[config.mk]
export PLATFORM = sky130hd
export DESIGN_NAME = sysCtrlTop
export DESIGN_NICKNAME = d
export VERILOG_FILES = /design/src/hdl/sysCtrlPkg.sv /design/src/hdl/cmdDecoder.sv /design/src/hdl/cmdExecute.sv /design/src/hdl/resultSender.sv /design/src/hdl/sysCtrlTop.sv
export SDC_FILE = /design/constraint.sdc
export NUM_CORES = 1
export LEC_CHECK = 0
export BUFFER_PORTS_ARGS = -buffer_cell sky130_fd_sc_hd__buf_2
export CAP_MARGIN = 10
export CORE_MARGIN = 2
export CORE_UTILIZATION = 47
export CTS_BUF_LIST = sky130_fd_sc_hd__clkbuf_2 sky130_fd_sc_hd__clkbuf_4 sky130_fd_sc_hd__clkbuf_8
export DETAILED_ROUTE_END_ITERATION = 7
export PLACE_DENSITY = 0.73
export SETUP_SLACK_MARGIN = 0.4
export SLEW_MARGIN = 20
export SYNTH_ARGS = -nofsm -noshare
export SYNTH_HDL_FRONTEND = slang
export SYNTH_SLANG_ARGS = --single-unit
[constraint.sdc]
create_clock -name REF_CLK -period 5.3 [get_ports REF_CLK]
set_input_delay 0.265 -clock REF_CLK [delete_from_list [all_inputs] [get_ports REF_CLK]]
set_output_delay 0.265 -clock REF_CLK [all_outputs]
set_load 0.01 [all_outputs]
[src/hdl/sysCtrlPkg.sv]
// ~~~~~~~~~~~~~~~~~~~~~~~~~~~~~~~~~~~~~~~~~~~~~~~~~~~~~~~~~~~~
// Shared widths, types and command encodings of the system
// controller. RTL and testbench files import it with a wildcard.
// ~~~~~~~~~~~~~~~~~~~~~~~~~~~~~~~~~~~~~~~~~~~~~~~~~~~~~~~~~~~~

package sysCtrlPkg;

    // bus widths
    localparam int dataW   = 8;          // uart byte and register data
    localparam int addrW   = 4;          // 16 entry register file
    localparam int aluFunW = 4;          // alu function code
    localparam int resultW = 2 * dataW;  // alu result of two bytes

    // payload types
    typedef logic [dataW-1:0]   dataByteT;
    typedef logic [addrW-1:0]   regAddrT;
    typedef logic [aluFunW-1:0] aluFunT;
    typedef logic [resultW-1:0] resultWordT;

    // first byte of each frame selects its kind
    localparam dataByteT cmdRfWrite       = 8'hAA;  // cmd, addr, data
    localparam dataByteT cmdRfRead        = 8'hBB;  // cmd, addr
    localparam dataByteT cmdAluOperands   = 8'hCC;  // cmd, opA, opB, fun
    localparam dataByteT cmdAluNoOperands = 8'hDD;  // cmd, fun

    // alu reads its operands from these two register slots
    localparam regAddrT operandAAddr = 4'd0;
    localparam regAddrT operandBAddr = 4'd1;

endpackage

[src/hdl/cmdDecoder.sv]
// ~~~~~~~~~~~~~~~~~~~~~~~~~~~~~~~~~~~~~~~~~~~~~~~~~~~~~~~~~~~~
// Frame parser for the received byte stream. Issues register
// writes directly and hands reads and ALU runs to the execute
// stage, then sleeps until the result has been sent.
// ~~~~~~~~~~~~~~~~~~~~~~~~~~~~~~~~~~~~~~~~~~~~~~~~~~~~~~~~~~~~

module cmdDecoder
    import sysCtrlPkg::*;
(
    input  logic     REF_CLK,
    input  logic     RST,
    input  dataByteT rxData,
    input  logic     rxDataValid,   // one cycle per byte
    input  logic     sendDone,      // last result byte is out
    output regAddrT  regAddr,
    output dataByteT regWrData,
    output logic     regWrEn,
    output aluFunT   aluFun,
    output logic     rdReq,
    output logic     aluReq
);

    typedef enum logic [2:0]
    {
        stIdle,
        stWrAddr,
        stWrData,
        stRdAddr,
        stOpA,
        stOpB,
        stFun,
        stWaitResult
    } stateT;

    stateT   state;
    stateT   nextState;
    logic    wrEnNext;
    logic    rdReqNext;
    logic    aluReqNext;
    regAddrT frameAddr;     // address byte of a write frame

    always_comb
    begin
        nextState  = state;
        wrEnNext   = 1'b0;
        rdReqNext  = 1'b0;
        aluReqNext = 1'b0;
        case (state)
            stIdle:
            begin
                if (rxDataValid)
                begin
                    case (rxData)
                        cmdRfWrite:       nextState = stWrAddr;
                        cmdRfRead:        nextState = stRdAddr;
                        cmdAluOperands:   nextState = stOpA;
                        cmdAluNoOperands: nextState = stFun;    // skips operand bytes
                        default:          nextState = stIdle;   // junk byte dropped
                    endcase
                end
            end
            stWrAddr:
            begin
                if (rxDataValid)
                    nextState = stWrData;
            end
            stWrData:
            begin
                if (rxDataValid)
                begin
                    wrEnNext  = 1'b1;
                    nextState = stIdle;   // write frame complete
                end
            end
            stRdAddr:
            begin
                if (rxDataValid)
                begin
                    rdReqNext = 1'b1;
                    nextState = stWaitResult;
                end
            end
            stOpA:
            begin
                if (rxDataValid)
                begin
                    wrEnNext  = 1'b1;    // operand A into slot 0
                    nextState = stOpB;
                end
            end
            stOpB:
            begin
                if (rxDataValid)
                begin
                    wrEnNext  = 1'b1;    // operand B into slot 1
                    nextState = stFun;
                end
            end
            stFun:
            begin
                if (rxDataValid)
                begin
                    aluReqNext = 1'b1;
                    nextState  = stWaitResult;
                end
            end
            stWaitResult:
            begin
                if (sendDone)            // rx bytes ignored meanwhile
                    nextState = stIdle;
            end
            default: nextState = stIdle;
        endcase
    end

    always_ff @(posedge REF_CLK or negedge RST)
    begin
        if (!RST)
        begin
            state   <= stIdle;
            regWrEn <= 1'b0;
            rdReq   <= 1'b0;
            aluReq  <= 1'b0;
        end
        else
        begin
            state   <= nextState;
            regWrEn <= wrEnNext;     // single cycle strobe
            rdReq   <= rdReqNext;
            aluReq  <= aluReqNext;
        end
    end

    // payload capture held until the next frame overwrites it
    always_ff @(posedge REF_CLK)
    begin
        if (rxDataValid)
        begin
            case (state)
                stWrAddr: frameAddr <= rxData[addrW-1:0];
                stWrData:
                begin
                    regAddr   <= frameAddr;
                    regWrData <= rxData;
                end
                stRdAddr: regAddr <= rxData[addrW-1:0];  // held through the read
                stOpA:
                begin
                    regAddr   <= operandAAddr;
                    regWrData <= rxData;
                end
                stOpB:
                begin
                    regAddr   <= operandBAddr;
                    regWrData <= rxData;
                end
                stFun: aluFun <= rxData[aluFunW-1:0];   // low nibble only
                default: ;
            endcase
        end
    end

endmodule

[src/hdl/cmdExecute.sv]
// ~~~~~~~~~~~~~~~~~~~~~~~~~~~~~~~~~~~~~~~~~~~~~~~~~~~~~~~~~~~~
// Runs one register read or ALU operation per request and
// passes the captured response on as a result word.
// ~~~~~~~~~~~~~~~~~~~~~~~~~~~~~~~~~~~~~~~~~~~~~~~~~~~~~~~~~~~~

module cmdExecute
    import sysCtrlPkg::*;
(
    input  logic       REF_CLK,
    input  logic       RST,
    input  logic       rdReq,         // pulse from decoder
    input  logic       aluReq,        // pulse from decoder
    input  dataByteT   rdData,
    input  logic       rdDataValid,
    input  resultWordT aluOut,
    input  logic       aluOutValid,
    output logic       rdEn,
    output logic       aluEn,
    output logic       aluClkEn,
    output logic       resultValid,
    output resultWordT resultWord
);

    logic rdHit;    // read response seen
    logic aluHit;   // alu response seen

    // responses only count while their request is open
    assign rdHit  = rdEn && rdDataValid;
    assign aluHit = aluClkEn && aluOutValid;

    always_ff @(posedge REF_CLK or negedge RST)
    begin
        if (!RST)
        begin
            rdEn        <= 1'b0;
            aluEn       <= 1'b0;
            aluClkEn    <= 1'b0;
            resultValid <= 1'b0;
        end
        else
        begin
            aluEn       <= aluReq;            // one cycle start pulse
            resultValid <= rdHit || aluHit;
            if (rdReq)
                rdEn <= 1'b1;
            else if (rdHit)
                rdEn <= 1'b0;                 // latency is up to the rf
            if (aluReq)
                aluClkEn <= 1'b1;
            else if (aluHit)
                aluClkEn <= 1'b0;             // gate alu clock again
        end
    end

    always_ff @(posedge REF_CLK)
    begin
        if (rdHit)
            resultWord <= {{(resultW - dataW){1'b0}}, rdData};  // zero high byte
        else if (aluHit)
            resultWord <= aluOut;
    end

endmodule

[src/hdl/resultSender.sv]
// ~~~~~~~~~~~~~~~~~~~~~~~~~~~~~~~~~~~~~~~~~~~~~~~~~~~~~~~~~~~~
// Serialises a result word to the UART transmitter, low byte
// first, high byte only when nonzero. Stalls on txBusy.
// ~~~~~~~~~~~~~~~~~~~~~~~~~~~~~~~~~~~~~~~~~~~~~~~~~~~~~~~~~~~~

module resultSender
    import sysCtrlPkg::*;
(
    input  logic       REF_CLK,
    input  logic       RST,
    input  logic       resultValid,
    input  resultWordT resultWord,
    input  logic       txBusy,        // level from transmitter
    output dataByteT   txData,
    output logic       txDataValid,
    output logic       sendDone       // pulse after the last byte
);

    typedef enum logic [1:0]
    {
        stIdle,
        stLow,
        stGap,
        stHigh
    } stateT;

    stateT      state;
    resultWordT heldWord;
    logic       highNonZero;
    logic       sendSlot;   // state wants to send a byte

    assign highNonZero = heldWord[dataW +: dataW] != '0;
    assign sendSlot    = (state == stLow) || (state == stHigh);
    assign txDataValid = sendSlot && !txBusy;   // never while tx is busy
    assign txData      = (state == stHigh) ? heldWord[dataW +: dataW]
                                           : heldWord[dataW-1:0];

    always_ff @(posedge REF_CLK or negedge RST)
    begin
        if (!RST)
        begin
            state    <= stIdle;
            sendDone <= 1'b0;
        end
        else
        begin
            sendDone <= 1'b0;
            case (state)
                stIdle:
                begin
                    if (resultValid)
                        state <= stLow;
                end
                stLow:
                begin
                    if (!txBusy)
                    begin
                        if (highNonZero)
                            state <= stGap;   // let txBusy come up
                        else
                        begin
                            state    <= stIdle;
                            sendDone <= 1'b1;
                        end
                    end
                end
                stGap: state <= stHigh;
                stHigh:
                begin
                    if (!txBusy)
                    begin
                        state    <= stIdle;
                        sendDone <= 1'b1;
                    end
                end
                default: state <= stIdle;
            endcase
        end
    end

    always_ff @(posedge REF_CLK)
    begin
        if (resultValid && (state == stIdle))
            heldWord <= resultWord;   // stable until both bytes left
    end

endmodule

[src/hdl/sysCtrlTop.sv]
// ~~~~~~~~~~~~~~~~~~~~~~~~~~~~~~~~~~~~~~~~~~~~~~~~~~~~~~~~~~~~
// System controller top. Chains decoder, execute and result
// sender between the UART, register file and ALU.
// ~~~~~~~~~~~~~~~~~~~~~~~~~~~~~~~~~~~~~~~~~~~~~~~~~~~~~~~~~~~~

module sysCtrlTop
    import sysCtrlPkg::*;
(
    input  logic       REF_CLK,
    input  logic       RST,
    input  dataByteT   rxData,
    input  logic       rxDataValid,
    input  dataByteT   rdData,
    input  logic       rdDataValid,
    input  resultWordT aluOut,
    input  logic       aluOutValid,
    input  logic       txBusy,
    output regAddrT    regAddr,
    output dataByteT   regWrData,
    output logic       regWrEn,
    output logic       rdEn,
    output aluFunT     aluFun,
    output logic       aluEn,
    output logic       aluClkEn,
    output dataByteT   txData,
    output logic       txDataValid
);

    logic       rdReq;          // decoder to execute
    logic       aluReq;
    logic       resultValid;    // execute to sender
    resultWordT resultWord;
    logic       sendDone;       // sender back to decoder

    cmdDecoder cmdDecoder_i (
        .REF_CLK     (REF_CLK),
        .RST         (RST),
        .rxData      (rxData),
        .rxDataValid (rxDataValid),
        .sendDone    (sendDone),
        .regAddr     (regAddr),
        .regWrData   (regWrData),
        .regWrEn     (regWrEn),
        .aluFun      (aluFun),
        .rdReq       (rdReq),
        .aluReq      (aluReq)
    );

    cmdExecute cmdExecute_i (
        .REF_CLK     (REF_CLK),
        .RST         (RST),
        .rdReq       (rdReq),
        .aluReq      (aluReq),
        .rdData      (rdData),
        .rdDataValid (rdDataValid),
        .aluOut      (aluOut),
        .aluOutValid (aluOutValid),
        .rdEn        (rdEn),
        .aluEn       (aluEn),
        .aluClkEn    (aluClkEn),
        .resultValid (resultValid),
        .resultWord  (resultWord)
    );

    resultSender resultSender_i (
        .REF_CLK     (REF_CLK),
        .RST         (RST),
        .resultValid (resultValid),
        .resultWord  (resultWord),
        .txBusy      (txBusy),
        .txData      (txData),
        .txDataValid (txDataValid),
        .sendDone    (sendDone)
    );

endmodule

==> insert_results.sql, run 1 <==
INSERT INTO impl_metrics (metric_group, metric, value, unit) VALUES
('run_status', 'run_status', 'finished, final reports clean', ''),
('worst_hold_path', 'hold_path_class', 'in -> reg', ''),
('clocking', 'cts-hold-fix-buffers', '1', ''),
('detailed_routing', 'routed_via_density', '5.14', ''),
('finish', 'layout-area-overhead-vs-synth', '22.3', '%'),
('clocking', 'cts-buffers-inserted', '9', ''),
('global_routing', 'pin_count_of_the_biggest_net_entering_global_routing', '17', ''),
('power', 'vdd_drop_max', '0.256', 'mV'),
('timing', 'slew_headroom', '0.518', ''),
('worst_setup_path', 'timing.critical_path.from_type', 'register', ''),
('timing', 'fin_worst_hold_slack', '118', 'ps'),
('timing', 'finalSetupViolations', '0', ''),
('worst_setup_path', 'critical_path_arrival', '1930', 'ps'),
('worst_setup_path', 'cpPeakStageDelay', '560', 'ps'),
('clocking', 'clock_insertion_delay_worst_skew', '330', 'ps'),
('timing', 'worst-slew-pin-transition', '722', 'ps'),
('detailed_routing', 'drc', '0', ''),
('placed_design', 'place_ws', '3360', 'ps'),
('yosys', 'synth_enable_flop_cells', '44', ''),
('yosys', 'postSynth.topFlopCell', 'sky130_fd_sc_hd__edfxtp_1', ''),
('worst_setup_path', 'critical-path-top-delay-family', 'simple AND/OR/NAND/NOR gates', ''),
('yosys', 'synthesized_area_per_cell', '12.6', 'sq um'),
('clocking', 'cts-root-to-sink-buffers', '2', ''),
('worst_hold_path', 'hp-start', 'rxData[7]', ''),
('die', 'die_width', '78.9', 'microns'),
('finish', 'ff_latch_area', '0.00181', 'sq mm'),
('yosys', 'yosys_warnings', '0', ''),
('finish', 'drive_gt1_frac', '0.327', ''),
('die', 'initial_utilization', '0.482', ''),
('worst_setup_path', 'r2r_setup_slk', '3340', 'ps'),
('yosys', 'synth_area_leader_cell', 'sky130_fd_sc_hd__edfxtp_1', ''),
('global_routing', 'global_route.overflow_total', '0', ''),
('clocking', 'tritoncts', 'yes', ''),
('yosys', 'cell_types_with_the_largest_area_share_after_synthesis', 'sky130_fd_sc_hd__edfxtp_1 50%, sky130_fd_sc_hd__dfrtp_1 12%, sky130_fd_sc_hd__nand2_1 6.1%', ''),
('detailed_routing', 'detailed_routing_iterations_pass_1', '4', ''),
('die', 'top_level_ports', '67', ''),
('timing', 'rsz0062_at_grt', 'no', ''),
('placed_design', 'detailedPlacementHpwl', '3650', 'microns'),
('worst_setup_path', 'worst_r2r_startpoint', 'cmdDecoder_i.state[1]', ''),
('worst_setup_path', 'worst_setup_path_end_kind', 'register', ''),
('clocking', 'post_cts.resized_instances', '0', ''),
('yosys', 'synth.ff_latch_count', '65', ''),
('finish', 'number_of_diodes', '0', ''),
('timing', 'clock.fmax', '510', 'MHz'),
('finish', 'total_area_of_multi_input_combinational_cells', '778', 'sq um'),
('clocking', 'cts_root_buffer', 'sky130_fd_sc_hd__clkbuf_8', ''),
('timing', 'setup-tns-final', '0', 'ps'),
('global_routing', 'first_global_vias', '1778', ''),
('clocking', 'htreeDepth', '3', ''),
('yosys', 'syn-num-nets', '249', ''),
('flow_run', 'max_cap_violation_count', '0', ''),
('yosys', 'area_share_of_the_largest_cell_type_after_synthesis', '0.501', ''),
('timing', 'layout_worst_path_cycle_share', '0.370', ''),
('worst_setup_path', 'cp_cell_sequence', 'inv_1, nor3_1, a21oi_1, nor2_1', ''),
('placed_design', 'buffer_ports.inserted', '66', ''),
('finish', 'final_net_count', '319', ''),
('yosys', 'ys_types', '44', ''),
('worst_setup_path', 'cp_slowest_cell', 'sky130_fd_sc_hd__nor2_1', ''),
('die', 'design.core.area', '0.00547', 'sq mm'),
('yosys', 'number_of_instances_in_the_synthesized_netlist', '209', ''),
('yosys', 'async_flop_share', '0.200', ''),
('timing', 'worst_setup_skew_after_layout', '4.11', 'ps'),
('yosys', 'post_synth_most_frequent_cells', '44 x sky130_fd_sc_hd__edfxtp_1, 43 x sky130_fd_sc_hd__nand2_1, 13 x sky130_fd_sc_hd__dfrtp_1', ''),
('placed_design', 'gp_congestion', '0.813', ''),
('finish', 'fillCellCount', '450', ''),
('finish', 'post-route-util', '0.589', ''),
('worst_setup_path', 'timing_worst_setup_path_type', 'reg -> reg', ''),
('die', 'placementRows', '27', ''),
('die', 'floorplan.die.height', '78.9', 'microns'),
('worst_setup_path', 'timing.critical_path.fanout_max', '12', ''),
('power', 'p_leak', '1.36', 'nW');
==> state kept, by name, summed over array words and instances (netlist names), named ones only <==
signal,count
cmdDecoder_i.state,3
cmdDecoder_i.regAddr,4
cmdExecute_i.aluEn,1
cmdDecoder_i.frameAddr,4
cmdDecoder_i.rdReq,1
cmdDecoder_i.regWrData,8
cmdExecute_i.rdEn,1
cmdDecoder_i.aluFun,4
cmdDecoder_i.aluReq,1
cmdDecoder_i.regWrEn,1
cmdExecute_i.resultValid,1
resultSender_i.sendDone,1
cmdExecute_i.aluClkEn,1
resultSender_i.heldWord,16
cmdExecute_i.resultWord,16
resultSender_i.state,1
==> cells by family after synthesis <==
group / synth area share
compound gates: 0.0831
xor+xnor: 0.00332
fa+ha+maj: 0.0138
buf+inv: 0.0237
flops: 0.685
mux: 0.0418
simple gates: 0.149
==> cell usage in the layout, fill, tap and decap left out, types with 3 or more instances in the layout <==
cell type and instances:
sky130_fd_sc_hd__nor2_1 5, sky130_fd_sc_hd__a21oi_1 10, sky130_fd_sc_hd__nand3_1 12, sky130_fd_sc_hd__o21ai_1 4, sky130_fd_sc_hd__nor3_1 4, sky130_fd_sc_hd__nand2_1 43
sky130_fd_sc_hd__buf_2 66, sky130_fd_sc_hd__clkbuf_8 9, sky130_fd_sc_hd__o21ai_0 5, sky130_fd_sc_hd__dfxtp_1 8, sky130_fd_sc_hd__nand2b_1 3, sky130_fd_sc_hd__mux2_2 5
sky130_fd_sc_hd__inv_1 4, sky130_fd_sc_hd__edfxtp_1 44, sky130_fd_sc_hd__dfrtp_1 13, sky130_fd_sc_hd__and2_1 3, sky130_fd_sc_hd__clkinv_1 3, sky130_fd_sc_hd__mux2_1 3
==> layout make-up <==
cell class	count	share of cell area
Multi-Input combinational cell	130	0.241
Sequential cell	65	0.561
Tap cell	72	0.0280
Timing Repair Buffer	67	0.106
Inverter	6	0.00699
Clock inverter	5	0.0144
Clock buffer	11	0.0431
==> final timing paths <==
check                                            end  depth (start not counted)
max                        cmdDecoder_i.regWrData[0]                          4
min in group asynchronous      cmdDecoder_i.state[2]                          2
max reg2reg                cmdDecoder_i.regWrData[0]                          4
min                        cmdDecoder_i.regWrData[7]                          1
max in group asynchronous   cmdExecute_i.resultValid                          2
min reg2reg                       cmdExecute_i.aluEn                          0
==> report_power, final <==
part	internal, W	switching, W	total (W)
combinational	0.000194	0.000258	0.000452
sequential	0.000710	0.000107	0.000817
clock	0.000222	0.000169	0.000391
==> per-layer routing <==
layer / share of wire / GRT usage
met1: 0.47 / 0.253
met2: 0.44 / 0.256
met3: 0.055 / 0.0523
met4: 0.037 / 0.121
met5: 0 / 0
==> per-stage QoR <==
stage	total power (W)	area (sq um)	cells
final	0.00166	3220	356
after global routing	0.00177	3220	356
after CTS	0.00167	3220	356
after detailed placement	0.00127	3020	339
after global placement	0.00125	3020	339
after floorplan	0.00112	2640	209
(Power assumes the default switching activity.)
==> run 2: changes to the inputs <==
==> constraint.sdc (replaced) <==
create_clock -name REF_CLK -period 1.9 [get_ports REF_CLK]
set_input_delay 0.095 -clock REF_CLK [delete_from_list [all_inputs] [get_ports REF_CLK]]
set_output_delay 0.095 -clock REF_CLK [all_outputs]
set_load 0.01 [all_outputs]
==> insert_results.sql, run 2 (synthesis results as in run 1) <==
INSERT INTO impl_metrics (metric_group, metric, value, unit) VALUES
('run_status', 'run_status', 'finished, final reports clean', ''),
('clocking', 'cts-buffers-inserted', '9', ''),
('detailed_routing', 'drc', '0', ''),
('timing', 'worst-slew-pin-transition', '562', 'ps'),
('detailed_routing', 'drt_wl_total', '5480', 'microns'),
('die', 'design.core.area', '0.00547', 'sq mm'),
('clocking', 'htreeDepth', '3', ''),
('finish', 'fillCellCount', '451', ''),
('timing', 'rsz0062_at_grt', 'yes', ''),
('worst_setup_path', 'critical-path-top-delay-family', 'flip-flops', ''),
('clocking', 'cts_root_buffer', 'sky130_fd_sc_hd__clkbuf_8', ''),
('finish', 'number_of_diodes', '0', ''),
('worst_setup_path', 'critical_path_arrival', '1400', 'ps'),
('die', 'floorplan.die.height', '78.9', 'microns'),
('detailed_routing', 'antenna_violating_nets_post_route', '0', ''),
('clocking', 'cts-root-to-sink-buffers', '2', ''),
('worst_setup_path', 'timing.critical_path.from_type', 'register', ''),
('placed_design', 'detailedPlacementHpwl', '3660', 'microns'),
('finish', 'post-route-util', '0.627', ''),
('timing', 'finalSetupViolations', '0', ''),
('finish', 'layout-area-overhead-vs-synth', '30.2', '%'),
('finish', 'layout.cells.most_common', 'sky130_fd_sc_hd__buf_2', ''),
('timing', 'final.min_clock_period', '1500', 'ps'),
('clocking', 'reg_clk_slew_reported_paths', '70', 'ps'),
('timing', 'slew_headroom', '0.625', ''),
('timing', 'worst_setup_skew_after_layout', '10.6', 'ps'),
('power', 'vdd_drop_max', '0.616', 'mV'),
('die', 'fp.dieArea', '0.00622', 'sq mm'),
('timing', 'clock.fmax', '667', 'MHz'),
('detailed_routing', 'routed_via_density', '5.15', ''),
('flow_run', 'max_cap_violation_count', '0', ''),
('global_routing', 'grt_pass1_wl', '8490', 'microns'),
('worst_setup_path', 'data_required_time_at_the_worst_endpoint', '1800', 'ps'),
('worst_setup_path', 'cpPeakStageDelay', '420', 'ps'),
('placed_design', 'gp_congestion', '0.914', ''),
('global_routing', 'first_global_vias', '1774', ''),
('finish', 'final_net_count', '336', ''),
('worst_setup_path', 'worst_setup_path_end_kind', 'output pin', ''),
('global_routing', 'grt_antenna_before_repair', '0', ''),
('die', 'die_width', '78.9', 'microns'),
('worst_setup_path', 'cp_slowest_cell', 'sky130_fd_sc_hd__dfrtp_2', ''),
('clocking', 'tritoncts', 'yes', ''),
('timing', 'layout_worst_path_cycle_share', '0.789', ''),
('timing', 'timing_max_transition_violations_final', '0', ''),
('worst_setup_path', 'timing_worst_setup_path_type', 'reg -> out', ''),
('die', 'placementRows', '27', ''),
('worst_setup_path', 'path_buf_inv', '1', ''),
('timing', 'setup-tns-final', '0', 'ps'),
('worst_setup_path', 'cp_cell_sequence', 'nand2_4, mux2_2, buf_2', ''),
('global_routing', 'globalRouteTotalUtil', '0.184', ''),
('clocking', 'clock_insertion_delay_worst_skew', '340', 'ps'),
('power', 'cellPowerDensity', '1450', 'mW/mm^2'),
('die', 'top_level_ports', '67', ''),
('finish', 'top_regs', 'cmdExecute_i.resultWord: 16 flops, resultSender_i.heldWord: 16 flops, cmdDecoder_i.regWrData: 8 flops', ''),
('placed_design', 'placed_cell_area', '0.00305', 'sq mm'),
('clocking', 'cts.sinks', '65', ''),
('global_routing', 'pin_count_of_the_biggest_net_entering_global_routing', '17', ''),
('placed_design', 'buffer_ports.inserted', '66', ''),
('detailed_routing', 'detailed_routing_iterations_pass_1', '4', ''),
('detailed_routing', 'initialDrtViolationCount', '159', ''),
('timing', 'hold_violations', '0', ''),
('die', 'initial_utilization', '0.482', ''),
('power', 'p_leak', '1.44', 'nW'),
('worst_setup_path', 'timing.critical_path.fanout_max', '8', ''),
('global_routing', 'global_route.overflow_total', '0', ''),
('finish', 'layout.cells.most_common_list', '66 x sky130_fd_sc_hd__buf_2, 44 x sky130_fd_sc_hd__edfxtp_1, 43 x sky130_fd_sc_hd__nand2_1', ''),
('finish', 'drive_gt1_frac', '0.379', ''),
('finish', 'design_area', '0.00343', 'sq mm'),
('worst_hold_path', 'hold_path_class', 'in -> reg', ''),
('detailed_routing', 'detailroute.via_count', '1922', ''),
('detailed_routing', 'routedWlPerCell', '14.7', 'microns');
## run 2: cell count changes in the layout (fill, tap and decap cells not counted), moves of 4 or more
cell / change
sky130_fd_sc_hd__buf_4: +8
sky130_fd_sc_hd__dlygate4sd3_1: +8
sky130_fd_sc_hd__dfrtp_2: +4
sky130_fd_sc_hd__dfrtp_1: -4
## run 2: per-stage QoR
step | power, W | setup WS, ps | instances | hold slack, ps
global route | 0.00527 | 371 | 373 | 14.8
global placement | 0.00354 | 334 | 342 | 3.44
detailed placement | 0.00359 | 279 | 342 | 12.4
CTS | 0.00495 | 386 | 371 | 0.245
finish | 0.00499 | 400 | 373 | 16.4
floorplan | 0.00314 | 507 | 209 | -201
## run 2: metal layers
| metal | global-route usage | up-vias | share of wire | wire length, microns |
|---|---|---|---|---|
| met5 | 0 | - | 0 | 0 |
| met4 | 0.109 | 0 | 0.017 | 93 |
| met3 | 0.0318 | 7 | 0.068 | 370 |
| met2 | 0.274 | 90 | 0.46 | 2530 |
| met1 | 0.256 | 889 | 0.45 | 2480 |
| li1 | - | 936 | - | - |
## run 2: worst paths after layout
kind / start / end / slack (ps) / depth (start not counted)
min in group asynchronous: RST / cmdDecoder_i.rdReq / 180 / 2
worst min register to register: cmdDecoder_i.aluReq / cmdExecute_i.aluEn / 400 / 0
worst max register to register: cmdDecoder_i.state[1] / cmdDecoder_i.regAddr[0] / 470 / 5
worst max-delay path: register / txData[2] / 400 / 3
max in group asynchronous: RST / asynchronous set/reset pin / 1460 / 2
worst min-delay path: rdData[0] / cmdExecute_i.resultWord[0] / 20 / 3
## run 2: layout make-up
cell class | count | area, sq um | area share
flip-flops and latches | 65 | 1810 | 0.528
multi-input cells | 131 | 813 | 0.237
well taps | 72 | 90.1 | 0.0262
clock buffers | 10 | 131 | 0.0383
inverters | 6 | 22.5 | 0.00656
clock inverters | 6 | 83.8 | 0.0244
repair buffers | 83 | 480 | 0.140
## run 2: repair_timing
item	CTS	global route
endpoints found under the setup margin	23	25
pin swaps	1	0
hold buffers	9	0
resized for setup	7	5
gates cloned	0	1
hold endpoints to repair	23	0
setup buffers	4	1
## run 2: worst reg2reg max path, stage by stage (launching register included)
cell,delay (ps)
sky130_fd_sc_hd__dfrtp_1,390
sky130_fd_sc_hd__inv_2,130
sky130_fd_sc_hd__ha_2,280
sky130_fd_sc_hd__nor2b_1,90
sky130_fd_sc_hd__a31oi_1,200
sky130_fd_sc_hd__o21ai_1,100
## run 2: power by group
| part | leakage (nW) | switching [W] | internal, W |
|---|---|---|---|
| clock network | 0.103 | 0.000505 | 0.000746 |
| logic | 0.703 | 0.000862 | 0.000662 |
| registers | 0.631 | 0.000228 | 0.00199 |
